### config.mk
export PLATFORM = sky130hd
export DESIGN_NAME = memInterface
export DESIGN_NICKNAME = d
export VERILOG_FILES = /design/src/cpuPkg.sv /design/src/memInterface.sv
export SDC_FILE = /design/constraint.sdc
export NUM_CORES = 1
export LEC_CHECK = 0
export ABC_AREA = 1
export ABC_CLOCK_PERIOD_IN_PS = 1100
export BUFFER_PORTS_ARGS = -buffer_cell sky130_fd_sc_hd__clkbuf_2
export CORE_MARGIN = 5
export CORE_UTILIZATION = 49
export DETAILED_ROUTE_END_ITERATION = 12
export PLACE_DENSITY = 0.9
export SLEW_MARGIN = 30
export SYNTH_ARGS = -nofsm -noshare
export SYNTH_HDL_FRONTEND = slang
export SYNTH_SLANG_ARGS = --single-unit
### constraint.sdc
create_clock -name clk -period 1.1 [get_ports clk]
set_input_delay 0.11 -clock clk [delete_from_list [all_inputs] [get_ports clk]]
set_output_delay 0.11 -clock clk [all_outputs]
set_load 0.1 [all_outputs]
### src/cpuPkg.sv
package cpuPkg;

    localparam int wordWidth = 32;
    localparam int regCount = 16;
    localparam int constWidth = 19;
    localparam int shiftBits = $clog2(wordWidth); // Low bits of B used as shift amount.

    typedef logic [wordWidth-1:0] word_t;
    typedef logic [$clog2(regCount)-1:0] regIdx_t;

    // ALU operations, encoded as in the instruction opcode field.
    typedef enum logic [4:0] {
        opAdd = 5'd3,
        opSub = 5'd4,
        opAnd = 5'd5,
        opOr  = 5'd6,
        opShr = 5'd7,
        opShl = 5'd9,
        opMul = 5'd15,
        opDiv = 5'd16,
        opNeg = 5'd17,
        opNot = 5'd18
    } opcode_t;

    // Register-to-register layout.
    typedef struct packed {
        opcode_t opcode;
        regIdx_t ra;
        regIdx_t rb;
        regIdx_t rc;
        logic [14:0] unused;
    } rFormat_t;

    // Immediate layout, constant is sign-extended onto the bus.
    typedef struct packed {
        opcode_t opcode;
        regIdx_t ra;
        regIdx_t rb;
        logic [constWidth-1:0] constant;
    } iFormat_t;

    typedef union packed {
        rFormat_t r;
        iFormat_t i;
        word_t raw;
    } instr_u;

    // One step of strobes from the sequencer.
    typedef struct packed {
        logic gprIn;
        logic pcIn;
        logic irIn;
        logic marIn;
        logic mdrIn;
        logic yIn;
        logic zIn;
        logic hiIn;
        logic loIn;
        logic read;     // MDR takes memory data instead of the bus.
        logic incPc;    // ALU forces B + 1.
        logic gprOut;
        logic pcOut;
        logic mdrOut;
        logic zHighOut;
        logic zLowOut;
        logic hiOut;
        logic loOut;
        logic cOut;
        regIdx_t regSel;
    } ctrl_t;

    typedef struct packed {
        word_t hi;
        word_t lo;
    } hiLo_t;

endpackage

### src/memInterface.sv
`timescale 1ns/1ns

module memInterface (
    input  logic          clk,
    input  logic          rstN,
    input  cpuPkg::ctrl_t ctrl,
    input  cpuPkg::word_t busData,
    input  cpuPkg::word_t memDataIn,
    output cpuPkg::word_t mdrData,
    output cpuPkg::word_t marAddr
);

    cpuPkg::word_t mdrNext;

    // MDR input mux.
    assign mdrNext = ctrl.read ? memDataIn : busData;

    always_ff @(posedge clk or negedge rstN)
    begin
        if (!rstN)
        begin
            marAddr <= '0;
            mdrData <= '0;
        end
        else
        begin
            if (ctrl.marIn)
            begin
                marAddr <= busData; // Address goes straight out to memory.
            end
            if (ctrl.mdrIn)
            begin
                mdrData <= mdrNext;
            end
        end
    end

endmodule

==> results.json <==
{
  "clock_skew_ns": 0,
  "wl_per_cell_um": 15.5,
  "grt_pass1_vias": 3125,
  "drive_gt1_frac": 0.421,
  "met2WireLength_mm": 4.93,
  "diodes": 0,
  "numCtsBuffers": 9,
  "worst_path_dominant_cell_family": "flip-flops",
  "totalWireLength_mm": 9.14,
  "setup_viol": 0,
  "grt_pass1_wl_mm": 14.8,
  "path_cells": "buf_12",
  "ir_worst_vdd_uv": 1050,
  "yosysWarnings": 0,
  "rows": 28,
  "cp_max_fo": 2,
  "worstPathArrival_ns": 0.94,
  "clkSlewWorstSetupHoldPaths_ns": 0.06,
  "outcome": "complete, no violations",
  "highest_layer": "met4",
  "final-hold-violation-count": 0,
  "maxCapViolCount": 0,
  "p_per_area_nw_per_um2": 1640,
  "syn_to_final_growth_pct": 66.5,
  "via_count": 2949,
  "antenna_found_initial": 0,
  "path_class": "flip-flop to output pin",
  "wl_met1_mm": 3.28,
  "die-area_um2": 7620,
  "max_slew_margin": 0.638,
  "cts_setup_buffers": 0,
  "coreArea_um2": 5850,
  "dp_hpwl_mm": 6.78,
  "cts_hold_buffers": 6,
  "fillers": 322,
  "wl_met3_um": 604,
  "dp.cells": 568,
  "power.leakage_uw": 0.00258,
  "rsz0062_at_grt": "false",
  "gp_congestion": 0.826,
  "regArea_um2": 1680,
  "clockBufferDepth": 2,
  "required_ns": 0.99,
  "fin_crit_sh": 0.950,
  "grt_use_total": 0.252,
  "drtIter0Drc": 147,
  "drt-pass1-iter-count": 7,
  "synth_area_um2": 2930,
  "worst_pin_slew_ns": 0.542,
  "multi_input_area_um2": 921,
  "hp-class": "input port to flip-flop",
  "gr-total-overflow": 0,
  "end_kind": "output pin",
  "drv_slew": 0,
  "timing.critical_path.from": "marAddr[31]",
  "postCtsResizedCells": 0,
  "fmaxAchievable_mhz": 957,
  "cts.sinks": 64,
  "period_needed_ns": 1.05,
  "port_buffers": 132,
  "start_util": 0.500,
  "ios": 153,
  "grt_max_degree": 65,
  "yosysSeqAreaShare": 0.547,
  "worstReg2RegStart": "marAddr[6]",
  "startpoint_type": "flip-flop",
  "die_w_um": 87.3,
  "cts-root-buf": "clkbuf_8",
  "ys_types": 11,
  "syn_nets": 464,
  "ant_nets": 0,
  "cts_tree": "done",
  "hp-start": "busData[25]",
  "whs_ns": 0.0150,
  "timing.setup.tns_ns": 0,
  "die-height_um": 87.3,
  "r2r_setup_slack_ns": 0.37,
  "clock_latency_ns": 0.32,
  "critPathMaxStageDelay_ns": 0.43,
  "final_nets": 599,
  "htree_levels": 3,
  "critPathBufInv": 1,
  "via_per_inst": 5.02,
  "fin_cells": 588,
  "syn_inst": 375,
  "drc": 0,
  "ys_seq_elements": 64,
  "syn_area_per_cell_um2": 7.80,
  "slowest_stage": "dfrtp_2"
}
-- Yosys cell counts --
cell type / instances / area, um^2
buf_4: 7 / 52.6
a21oi_1: 32 / 160
dfrtp_1: 64 / 1600
nor2_1: 32 / 120
nand3_1: 32 / 160
nand2_1: 128 / 480
inv_2: 1 / 3.75
inv_1: 64 / 240
buf_2: 9 / 45.0
buf_6: 5 / 56.3
inv_4: 1 / 6.26
-- cell families after synthesis --
group | share of synthesized area
DFF | 0.547
and+or+nand+nor | 0.260
AOI/OAI and AO/OA | 0.0547
buffers and inverters | 0.138
-- sequential cells by signal, indices dropped and copies added (netlist names) --
| name | count |
|---|---|
| marAddr | 32 |
| mdrData | 32 |
-- final timing paths --
kind	cells past startpoint	to
min in group asynchronous	2	marAddr[31]
min	3	marAddr[25]
max	1	marAddr[31]
min reg2reg	2	mdrData[24]
max in group asynchronous	3	mdrData[20]
max reg2reg	2	marAddr[6]
-- metal layers --
| metal | global-route usage | vias to the layer above |
|---|---|---|
| met3 | 0.0492 | 36 |
| li1 | - | 1376 |
| met5 | 0 | - |
| met2 | 0.446 | 150 |
| met4 | 0.139 | 0 |
| met1 | 0.280 | 1387 |
-- power breakdown --
part / internal (uW) / leakage [uW] / switching [uW] / total, uW
registers: 2630 / 0.000678 / 272 / 2900
logic: 1170 / 0.00183 / 2280 / 3450
clock network: 854 / 0.0000794 / 787 / 1640
-- final cells by class --
type / instances / share of cell area
Clock buffer: 13 / 0.0306
Clock inverter: 1 / 0.00103
Inverter: 66 / 0.0514
Multi-Input combinational cell: 224 / 0.189
Sequential cell: 64 / 0.345
Tap cell: 75 / 0.0193
Timing Repair Buffer: 145 / 0.364
-- per-stage QoR --
stage | worst slack (ns) | power [uW] | instance area [um^2] | utilization
floorplan | 0.161 | 4920 | 3010 | -
global placement | 0.232 | 6290 | 4660 | 0.796
detailed placement | 0.145 | 6380 | 4660 | 0.796
CTS | 0.0328 | 8060 | 4870 | 0.833
global route | 0.0157 | 8310 | 4870 | 0.833
finish | 0.0550 | 7990 | 4870 | 0.833
-- placed cells by master (no fill, tap or decap), drive strengths merged --
master	count
nand2	128
clkbuf	81
buf	71
inv	66
dfrtp	64
nand3	32
nor2	32
a21oi	32
dlygate4sd3	6
clkinv	1
Note: power is estimated with default switching activity, not from simulation.
