<file path="src/cpuPkg.sv">
package cpuPkg;

    localparam int wordWidth = 32;
    localparam int regCount = 16;
    localparam int constWidth = 19;
    localparam int shiftBits = $clog2(wordWidth); // Low bits of B used as shift amount.

    typedef logic [wordWidth-1:0] word_t;
    typedef logic [$clog2(regCount)-1:0] regIdx_t;

    // ALU operations, encoded as in the instruction opcode field.
    typedef enum logic [4:0] {
        opAdd = 5'd3,
        opSub = 5'd4,
        opAnd = 5'd5,
        opOr  = 5'd6,
        opShr = 5'd7,
        opShl = 5'd9,
        opMul = 5'd15,
        opDiv = 5'd16,
        opNeg = 5'd17,
        opNot = 5'd18
    } opcode_t;

    // Register-to-register layout.
    typedef struct packed {
        opcode_t opcode;
        regIdx_t ra;
        regIdx_t rb;
        regIdx_t rc;
        logic [14:0] unused;
    } rFormat_t;

    // Immediate layout, constant is sign-extended onto the bus.
    typedef struct packed {
        opcode_t opcode;
        regIdx_t ra;
        regIdx_t rb;
        logic [constWidth-1:0] constant;
    } iFormat_t;

    typedef union packed {
        rFormat_t r;
        iFormat_t i;
        word_t raw;
    } instr_u;

    // One step of strobes from the sequencer.
    typedef struct packed {
        logic gprIn;
        logic pcIn;
        logic irIn;
        logic marIn;
        logic mdrIn;
        logic yIn;
        logic zIn;
        logic hiIn;
        logic loIn;
        logic read;     // MDR takes memory data instead of the bus.
        logic incPc;    // ALU forces B + 1.
        logic gprOut;
        logic pcOut;
        logic mdrOut;
        logic zHighOut;
        logic zLowOut;
        logic hiOut;
        logic loOut;
        logic cOut;
        regIdx_t regSel;
    } ctrl_t;

    typedef struct packed {
        word_t hi;
        word_t lo;
    } hiLo_t;

endpackage

</file>
<file path="src/specialRegs.sv">
`timescale 1ns/1ns

module specialRegs (
    input  logic            clk,
    input  logic            rstN,
    input  cpuPkg::ctrl_t   ctrl,
    input  cpuPkg::word_t   busData,
    input  cpuPkg::hiLo_t   aluResult,
    output cpuPkg::word_t   pc,
    output cpuPkg::word_t   y,
    output cpuPkg::hiLo_t   z,
    output cpuPkg::hiLo_t   hiLo,
    output cpuPkg::opcode_t opcode,
    output cpuPkg::word_t   constExt
);

    localparam int extBits = cpuPkg::wordWidth - cpuPkg::constWidth;

    cpuPkg::instr_u ir;

    always_ff @(posedge clk or negedge rstN)
    begin
        if (!rstN)
        begin
            pc <= '0;
            ir <= '0;
            y <= '0;
            z <= '0;
            hiLo <= '0;
        end
        else
        begin
            if (ctrl.pcIn)
            begin
                pc <= busData;
            end
            if (ctrl.irIn)
            begin
                ir.raw <= busData;
            end
            if (ctrl.yIn)
            begin
                y <= busData; // Latched A operand for the next ALU step.
            end
            if (ctrl.zIn)
            begin
                z <= aluResult;
            end
            if (ctrl.hiIn)
            begin
                hiLo.hi <= busData;
            end
            if (ctrl.loIn)
            begin
                hiLo.lo <= busData;
            end
        end
    end

    // Opcode sits in the same bits in both layouts.
    assign opcode = ir.r.opcode;

    // I-format view of the same word.
    assign constExt = {{extBits{ir.i.constant[cpuPkg::constWidth-1]}}, ir.i.constant};

endmodule

</file>
<file path="config.mk">
export PLATFORM = sky130hd
export DESIGN_NAME = specialRegs
export DESIGN_NICKNAME = d
export VERILOG_FILES = /design/src/cpuPkg.sv /design/src/specialRegs.sv
export SDC_FILE = /design/constraint.sdc
export NUM_CORES = 1
export LEC_CHECK = 0
export BUFFER_PORTS_ARGS = -buffer_cell sky130_fd_sc_hd__buf_2
export CAP_MARGIN = 20
export CORE_MARGIN = 3
export CORE_UTILIZATION = 48
export DETAILED_ROUTE_END_ITERATION = 12
export PLACE_DENSITY = 0.89
export RECOVER_POWER = 100
export SLEW_MARGIN = 5
export SYNTH_ARGS = -nofsm -noshare
export SYNTH_HDL_FRONTEND = slang
export SYNTH_SLANG_ARGS = --single-unit
</file>
<file path="constraint.sdc">
create_clock -name clk -period 1.1 [get_ports clk]
set_input_delay 0.11 -clock clk [delete_from_list [all_inputs] [get_ports clk]]
set_output_delay 0.11 -clock clk [all_outputs]
set_load 0.02 [all_outputs]
</file>
==> run summary <==
Final Slew Violations: 0
most frequent cells in the layout: buf_6 (235), dfrtp_1 (215), mux2_2 (131), buf_2 (101), dlygate4sd3_1 (97)
worst slew pin tran: 0.641 ns
endpoint class of the critical path: output pin
core outline area: 17400 µm²
Routed WL: 33100 µm
die footprint: 19500 µm²
post-route non-filler standard cell count: 1297
row cnt: 48
via/cell ratio: 5.25
flops & latches, synth: 216
Final Hold Fails: 0
post-synthesis sequential area ratio: 63.0%
Crit Path Category: reg -> out
initial DRC count: 324
dpl ws: 0.123 ns
residual DRC count: 0
Core Util, Final: 83.6%
fin crit period: 1.32 ns
CP top delay family: flip-flops
PortBufs: 332
clk_skew: 0 ns
final setup vio count: 229
vias in the first global route: 7585
total grt overflow: 0
worst min-delay path category: in -> reg
CP Data Required Time: 0.99 ns
fmax: 756 MHz
TritonCTS Buffers: 23
Critical-path top delay cell: dfrtp_2
Area growth, synth to finish: 69.9%
initial antenna violation count: 1
P per Cell Area: 1640 nW/µm²
Synth cell types: 6
crit-path max cell delay: 0.42 ns
synthesized cell area: 8570 µm²
Die Ht: 140 µm
status: finished with violations
share of cells above drive strength 1: 67.1%
leakage: 7.02 nW
Placed Cells: 1015
Final nets: 1178
CP dominant cell by count: buf_6
first-pass GRT wire length: 46400 µm
number of nets still failing antenna checks after routing: 0
CTS max path bufs: 3
clock latency on the worst-skew pair: 0.50 ns
commonest non-fill, non-tap cell in the layout: buf_6
CP cell instances: buf_6 > buf_6
Max-Cap Viols: 0
DIE WIDTH: 140 µm
I/O pins: 350
RSZ-0062 raised after global routing: true
Pre-Repair DR Iteration Count: 5
Final GP Congestion: 0.757
post-synthesis net count: 592
Max VDD drop: 1.74 mV
yosys warns: 0
clk slew on worst S/H paths: 0.06 ns
routed len/inst: 25.5 µm
Tot GR Track Use: 30.9%
relative slew slack: 57.3%
CTS sink count: 216
PnR worst setup slack: -0.223 ns
post-synthesis cell count: 471
crit-path max FO: 7
hpwl dp: 15200 µm
root buf cell: clkbuf_16
number of H-tree levels: 1
Initial Utilization: 49.2%
Final Cycle Share: 120%
failing checks: setup timing
CTS tree: done
CP Launch Type: register
largest net degree at the start of global routing: 42
critical path data arrival time: 1.21 ns
worst path bufs/invs: 2
Vias: 6803
Mean Syn Cell Area: 18.2 µm²
==> per-layer routing <==
metal	share of wire, %	track usage, %	up-vias	wire length, µm
met1	35	35.1	3430	11600
li1	-	-	2802	-
met5	0	0	-	0
met4	5.6	14.6	0	1860
met2	51	54.7	452	17000
met3	7.8	7.80	119	2580
==> final timing paths <==
check / startpoint / to / slack, ns / cells after the start
setup / recovery: ir[18]$_DFFE_PN0P_ / constExt[29] / -0.22 / 2
hold / removal: ctrl[20] / ir[12]$_DFFE_PN0P_ / 0.10 / 3
max in group asynchronous: rstN / z[15]$_DFFE_PN0P_ / 0.10 / 3
min in group asynchronous: rstN / hiLo[14]$_DFFE_PN0P_ / 0.23 / 2
setup reg to reg: ir[15]$_DFFE_PN0P_ / ir[15]$_DFFE_PN0P_ / 0.03 / 3
hold reg to reg: hiLo[1]$_DFFE_PN0P_ / hiLo[1]$_DFFE_PN0P_ / 0.53 / 1
==> report_power, final <==
| part | internal [W] | total, W | switching [W] |
|---|---|---|---|
| clock | 0.00490 | 0.00825 | 0.00335 |
| sequential | 0.00875 | 0.00948 | 0.000734 |
| combinational | 0.00340 | 0.00617 | 0.00277 |
| total | 0.0170 | 0.0239 | 0.00686 |
==> synth_stat cells <==
library cell	n	share of area (%)
dfrtp_1	216	63
mux2_2	138	18
mux2_4	78	14
buf_6	20	2.6
buf_4	13	1.1
buf_12	6	1.4
==> cell families (layout without fill, tap and decap cells) <==
group | Yosys count | after routing | share of synthesized area (%)
other | 0 | 1 | 0
muxes | 216 | 216 | 31.8
buffers and inverters | 39 | 639 | 5.17
DFF | 216 | 216 | 63.0
==> timing repair <==
action / 4_1_cts / 5_1_grt
hold buffers: 97 / 0
gates resized for setup: 463 / 1
hold endpoints to repair: 428 / 0
setup endpoints to repair: 229 / 229
buffers inserted: 81 / 64
==> worst register-to-register path, stage by stage (launching register included) <==
cell and delay [ns]:
dfrtp_1 0.42, buf_4 0.16, buf_4 0.12, mux2_2 0.26
==> per-stage QoR <==
| step | hold slack [ns] | power (W) | setup TNS (ns) | cell area (µm²) |
|---|---|---|---|---|
| after floorplan | -0.186 | 0.0117 | 0 | 8570 |
| after global placement | 0.0740 | 0.0131 | 0 | 10400 |
| after detailed placement | 0.0787 | 0.0132 | 0 | 10400 |
| after CTS | 0.0791 | 0.0231 | -13.36 | 14200 |
| after global routing | 0.104 | 0.0246 | -19.73 | 14600 |
| final | 0.105 | 0.0239 | -14.61 | 14600 |
==> state kept, by name (all words and copies together) (netlist names) <==
register,flops
hiLo,64
z,64
pc,32
y,32
ir,24
==> cell type report <==
class	count	area, µm²
Fill cell	748	2850
Sequential cell	216	5410
Multi-Input combinational cell	216	2630
Timing Repair Buffer	600	5470
Antenna cell	1	2.50
Clock buffer	33	663
Tap cell	225	282
Clock inverter	6	114
No activity file was read; power rests on OpenSTA's default activity.
