## config.mk

```make
export PLATFORM = sky130hd
export DESIGN_NAME = regFile
export DESIGN_NICKNAME = d
export VERILOG_FILES = /design/src/cpuPkg.sv /design/src/regFile.sv
export SDC_FILE = /design/constraint.sdc
export NUM_CORES = 1
export LEC_CHECK = 0
export BUFFER_PORTS_ARGS = -buffer_cell sky130_fd_sc_hd__buf_2
export CAP_MARGIN = 20
export CORE_MARGIN = 5
export CORE_UTILIZATION = 40
export CTS_BUF_LIST = sky130_fd_sc_hd__clkbuf_8 sky130_fd_sc_hd__clkbuf_16
export CTS_CLUSTER_DIAMETER = 40
export CTS_CLUSTER_SIZE = 28
export DETAILED_ROUTE_END_ITERATION = 12
export GPL_TIMING_DRIVEN = 0
export PLACE_DENSITY = 0.58
export SLEW_MARGIN = 20
export SYNTH_ARGS = -nofsm -noshare
export SYNTH_HDL_FRONTEND = slang
export SYNTH_SLANG_ARGS = --single-unit
```

## constraint.sdc

```tcl
create_clock -name clk -period 2.62 [get_ports clk]
set_input_delay 0.262 -clock clk [delete_from_list [all_inputs] [get_ports clk]]
set_output_delay 0.262 -clock clk [all_outputs]
set_load 0.02 [all_outputs]
```

## src/cpuPkg.sv

```systemverilog
package cpuPkg;

    localparam int wordWidth = 32;
    localparam int regCount = 16;
    localparam int constWidth = 19;
    localparam int shiftBits = $clog2(wordWidth); // Low bits of B used as shift amount.

    typedef logic [wordWidth-1:0] word_t;
    typedef logic [$clog2(regCount)-1:0] regIdx_t;

    // ALU operations, encoded as in the instruction opcode field.
    typedef enum logic [4:0] {
        opAdd = 5'd3,
        opSub = 5'd4,
        opAnd = 5'd5,
        opOr  = 5'd6,
        opShr = 5'd7,
        opShl = 5'd9,
        opMul = 5'd15,
        opDiv = 5'd16,
        opNeg = 5'd17,
        opNot = 5'd18
    } opcode_t;

    // Register-to-register layout.
    typedef struct packed {
        opcode_t opcode;
        regIdx_t ra;
        regIdx_t rb;
        regIdx_t rc;
        logic [14:0] unused;
    } rFormat_t;

    // Immediate layout, constant is sign-extended onto the bus.
    typedef struct packed {
        opcode_t opcode;
        regIdx_t ra;
        regIdx_t rb;
        logic [constWidth-1:0] constant;
    } iFormat_t;

    typedef union packed {
        rFormat_t r;
        iFormat_t i;
        word_t raw;
    } instr_u;

    // One step of strobes from the sequencer.
    typedef struct packed {
        logic gprIn;
        logic pcIn;
        logic irIn;
        logic marIn;
        logic mdrIn;
        logic yIn;
        logic zIn;
        logic hiIn;
        logic loIn;
        logic read;     // MDR takes memory data instead of the bus.
        logic incPc;    // ALU forces B + 1.
        logic gprOut;
        logic pcOut;
        logic mdrOut;
        logic zHighOut;
        logic zLowOut;
        logic hiOut;
        logic loOut;
        logic cOut;
        regIdx_t regSel;
    } ctrl_t;

    typedef struct packed {
        word_t hi;
        word_t lo;
    } hiLo_t;

endpackage

```

## src/regFile.sv

```systemverilog
`timescale 1ns/1ns

module regFile (
    input  logic            clk,
    input  logic            rstN,
    input  logic            writeEn,
    input  cpuPkg::regIdx_t sel,
    input  cpuPkg::word_t   writeData,
    output cpuPkg::word_t   readData
);

    // R0 has no storage.
    cpuPkg::word_t regs [1:cpuPkg::regCount-1];

    always_ff @(posedge clk or negedge rstN)
    begin
        if (!rstN)
        begin
            for (int i = 1; i < cpuPkg::regCount; i++)
            begin
                regs[i] <= '0;
            end
        end
        else if (writeEn && (sel != '0))
        begin
            regs[sel] <= writeData; // Writes to R0 are dropped.
        end
    end

    // Same index for read and write, as the sequencer names one register per step.
    always_comb
    begin
        if (sel == '0)
        begin
            readData = '0;
        end
        else
        begin
            readData = regs[sel];
        end
    end

endmodule

```

==> results.py <==
metrics = {
    "floorplanning": {
        "std_cell_rows": 85,
        "fp.dieH_um": 243,
        "fp.coreArea_mm2": 0.0538,
        "fp.dieW_um": 243,
        "die_area_mm2": 0.0590,
        "pin_count": 71,
        "start_util_pct": 40.3,
    },
    "logic_synthesis": {
        "yosysWarningCount": 0,
        "synth_common_cells": "mux2_2 (502), dfrtp_1 (480), mux4_2 (75), buf_2 (63), clkbuf_1 (56)",
        "ys.flop_type": "dfrtp_1",
        "synth_cells": 1420,
        "synth_compound_area_share_pct": 3.74,
        "syn-cell-area_mm2": 0.0217,
        "synth_fp_nets": 1459,
        "yosys.cell_types.count": 26,
        "ys_seq_elements": 480,
        "synth.area.top_cells": "dfrtp_1 (55%), mux2_2 (26%), mux4_2 (7.8%)",
        "synth_edf_count": 0,
        "seq_area_frac_synth_pct": 55.4,
        "synth.avg_cell_area_um2": 15.3,
        "synth_top_area_share_pct": 55.4,
        "synth-xor-area-share_pct": 0,
        "yosysMostFrequentCell": "mux2_2",
        "synth-simple-area-share_pct": 1.60,
        "synthAdderAreaFrac_pct": 0,
        "muxShareOfSynthArea_pct": 36.3,
        "synth_top_area_cell": "dfrtp_1",
        "async_flop_share_pct": 100,
        "synth_top_family_by_area": "multiplexers",
    },
    "route": {
        "wire_per_inst_um": 24.6,
        "drt_iter0_markers": 851,
        "vias_per_cell": 5.58,
        "vias": 13200,
        "routed_wl_um": 58100,
        "antenna_left": 0,
        "first_pass_iters": 5,
        "drc": 0,
    },
    "grt": {
        "track_usage_pct": 19.8,
        "grt-ovfl-total": 0,
        "grt_max_degree": 97,
        "grt_pass1_vias": 14100,
        "use_met3_pct": 3.51,
        "grt_pass1_wl_um": 89800,
        "grtUsageMet2_pct": 31.9,
        "grt.busiest_layer": "met2",
        "antenna_found_initial": 2,
        "grtUsageMet1_pct": 27.8,
    },
    "final_layout": {
        "largest-register": "regs",
        "largest_reg_flops": 480,
        "area_delta_synth_final_pct": 19.9,
        "stdcell_count": 2359,
        "reg_top3": "regs (480)",
        "final_area_mm2": 0.0260,
        "final_nets": 1642,
        "drive_gt1_share_pct": 52.5,
    },
    "worst_setup_path": {
        "crit_type": "in -> out",
        "rrSetupSlack_ns": 1.82,
        "worst_setup_path_start_kind": "input pin",
        "critPathArrivalTime_ns": 2.32,
        "cp_max_fo": 10,
        "end_kind": "output pin",
        "cp_data_required_time_ns": 2.36,
    },
    "clocking": {
        "cts_inserted_buffers": 74,
        "clkLatencyLatePin_ns": 0.57,
        "clock_sinks": 480,
        "clock_path_buffers": 3,
        "cts_root_buf": "clkbuf_16",
        "clkSlewWorstSetupHoldPaths_ns": 0.06,
        "cts_tree": "yes",
        "h-tree-depth": 3,
    },
    "timing": {
        "rsz0062_at_grt": "false",
        "hold_viol": 0,
        "setup_tns_ns": 0,
        "setup_violations": 0,
        "min_period_ns": 2.59,
        "whs_ns": 0.193,
        "fmax_mhz": 387,
        "skew_ns": 0,
        "slew_headroom_pct": 33.5,
        "finalCritPeriodShare_pct": 98.7,
        "worst-slew-pin-transition_ns": 0.998,
        "slew_violations": 0,
    },
    "hold_path": {
        "hold_path.class": "in -> async",
    },
    "run_status": {
        "status": "finished clean",
    },
    "placed_design": {
        "dp_cells": 2190,
        "dp_hpwl_um": 38000,
        "routabilityCongestion": 0.773,
        "port_buffers": 69,
        "placed_area_mm2": 0.0231,
    },
    "power": {
        "powerDensity_mw_per_mm2": 917,
        "p_leak_nw": 11.4,
        "total_power_w": 0.0239,
        "ir_worst_vdd_uv": 458,
    },
    "flow_run": {
        "maxCapViolations": 0,
    },
}
## routing by layer
metal  up-vias  part of all wire (%)
li1       5701                     -
met1      7095                    45
met2       275                    48
met3        96                   4.5
met4         0                   2.2
met5         -                     0
## worst max-delay path, cell delays in order
cell	delay (ns)
buf_2	0.10
buf_4	0.16
clkbuf_1	0.76
mux4_2	0.45
o22ai_1	0.29
nor2_1	0.12
buf_2	0.18
## timing repair
item,CTS,global route
setup buffers,0,0
gates cloned,0,0
resized for setup,10,14
hold endpoints to repair,209,0
hold buffers,33,0
endpoints found under the setup margin,28,24
## layout make-up
class                      instances  area (um2)
clock inverter                    51         531
timing repair buffer             107         823
sequential                       480       12000
buffer                           135         679
tap                              696         871
multi-input combinational        805        9040
antenna                            1        2.50
fill                            4685       27800
clock buffer                      84        2050
## logic make-up (layout without fill, tap and decap cells)
kind of cell | Yosys count | in the layout
AOI/OAI and AO/OA | 106 | 106
buffers and inverters | 135 | 377
DFF | 480 | 480
muxes | 629 | 629
other | 0 | 1
and+or+nand+nor | 70 | 70
## stage by stage
step	worst slack (ns)	util [%]
2_1_floorplan	0.637	-
3_3_place_gp	-8.46	42.6
3_5_place_dp	-0.246	42.9
4_1_cts	0.0147	48.3
5_1_grt	0.00235	48.3
6_report	0.0343	48.3
## where the power goes
part | total [W] | internal, W | switching (W)
logic | 0.00379 | 0.00225 | 0.00154
registers | 0.00996 | 0.00915 | 0.000817
clock network | 0.0101 | 0.00644 | 0.00366
total | 0.0239 | 0.0178 | 0.00601
## worst paths after layout
check / end / depth (start not counted) / startpoint
max in group asynchronous: regs[366] / 4 / rstN
min: regs[121] / 2 / rstN
min in group clk: regs[415] / 4 / sel[1]
min reg2reg: regs[337] / 1 / regs[337]
max reg2reg: regs[153] / 1 / regs[153]
max: readData[29] / 7 / sel[2]
## cells in the final DEF (no fill, tap or decap), types with 10 or more instances in the layout
master         instances
buf_2                128
mux4_2                75
clkbuf_2              12
clkbuf_16             79
dfrtp_1              480
a221o_1               32
nor2_1                30
a22oi_1               21
dlygate4sd3_1         33
clkinv_2              15
clkbuf_1              45
mux2i_1               42
nor2b_1               13
a221oi_1              10
buf_4                 10
mux2_2               502
nor3_1                11
o22ai_1               21
mux2_1                10
a21oi_1               21
Power figures use the tool's default switching activity.
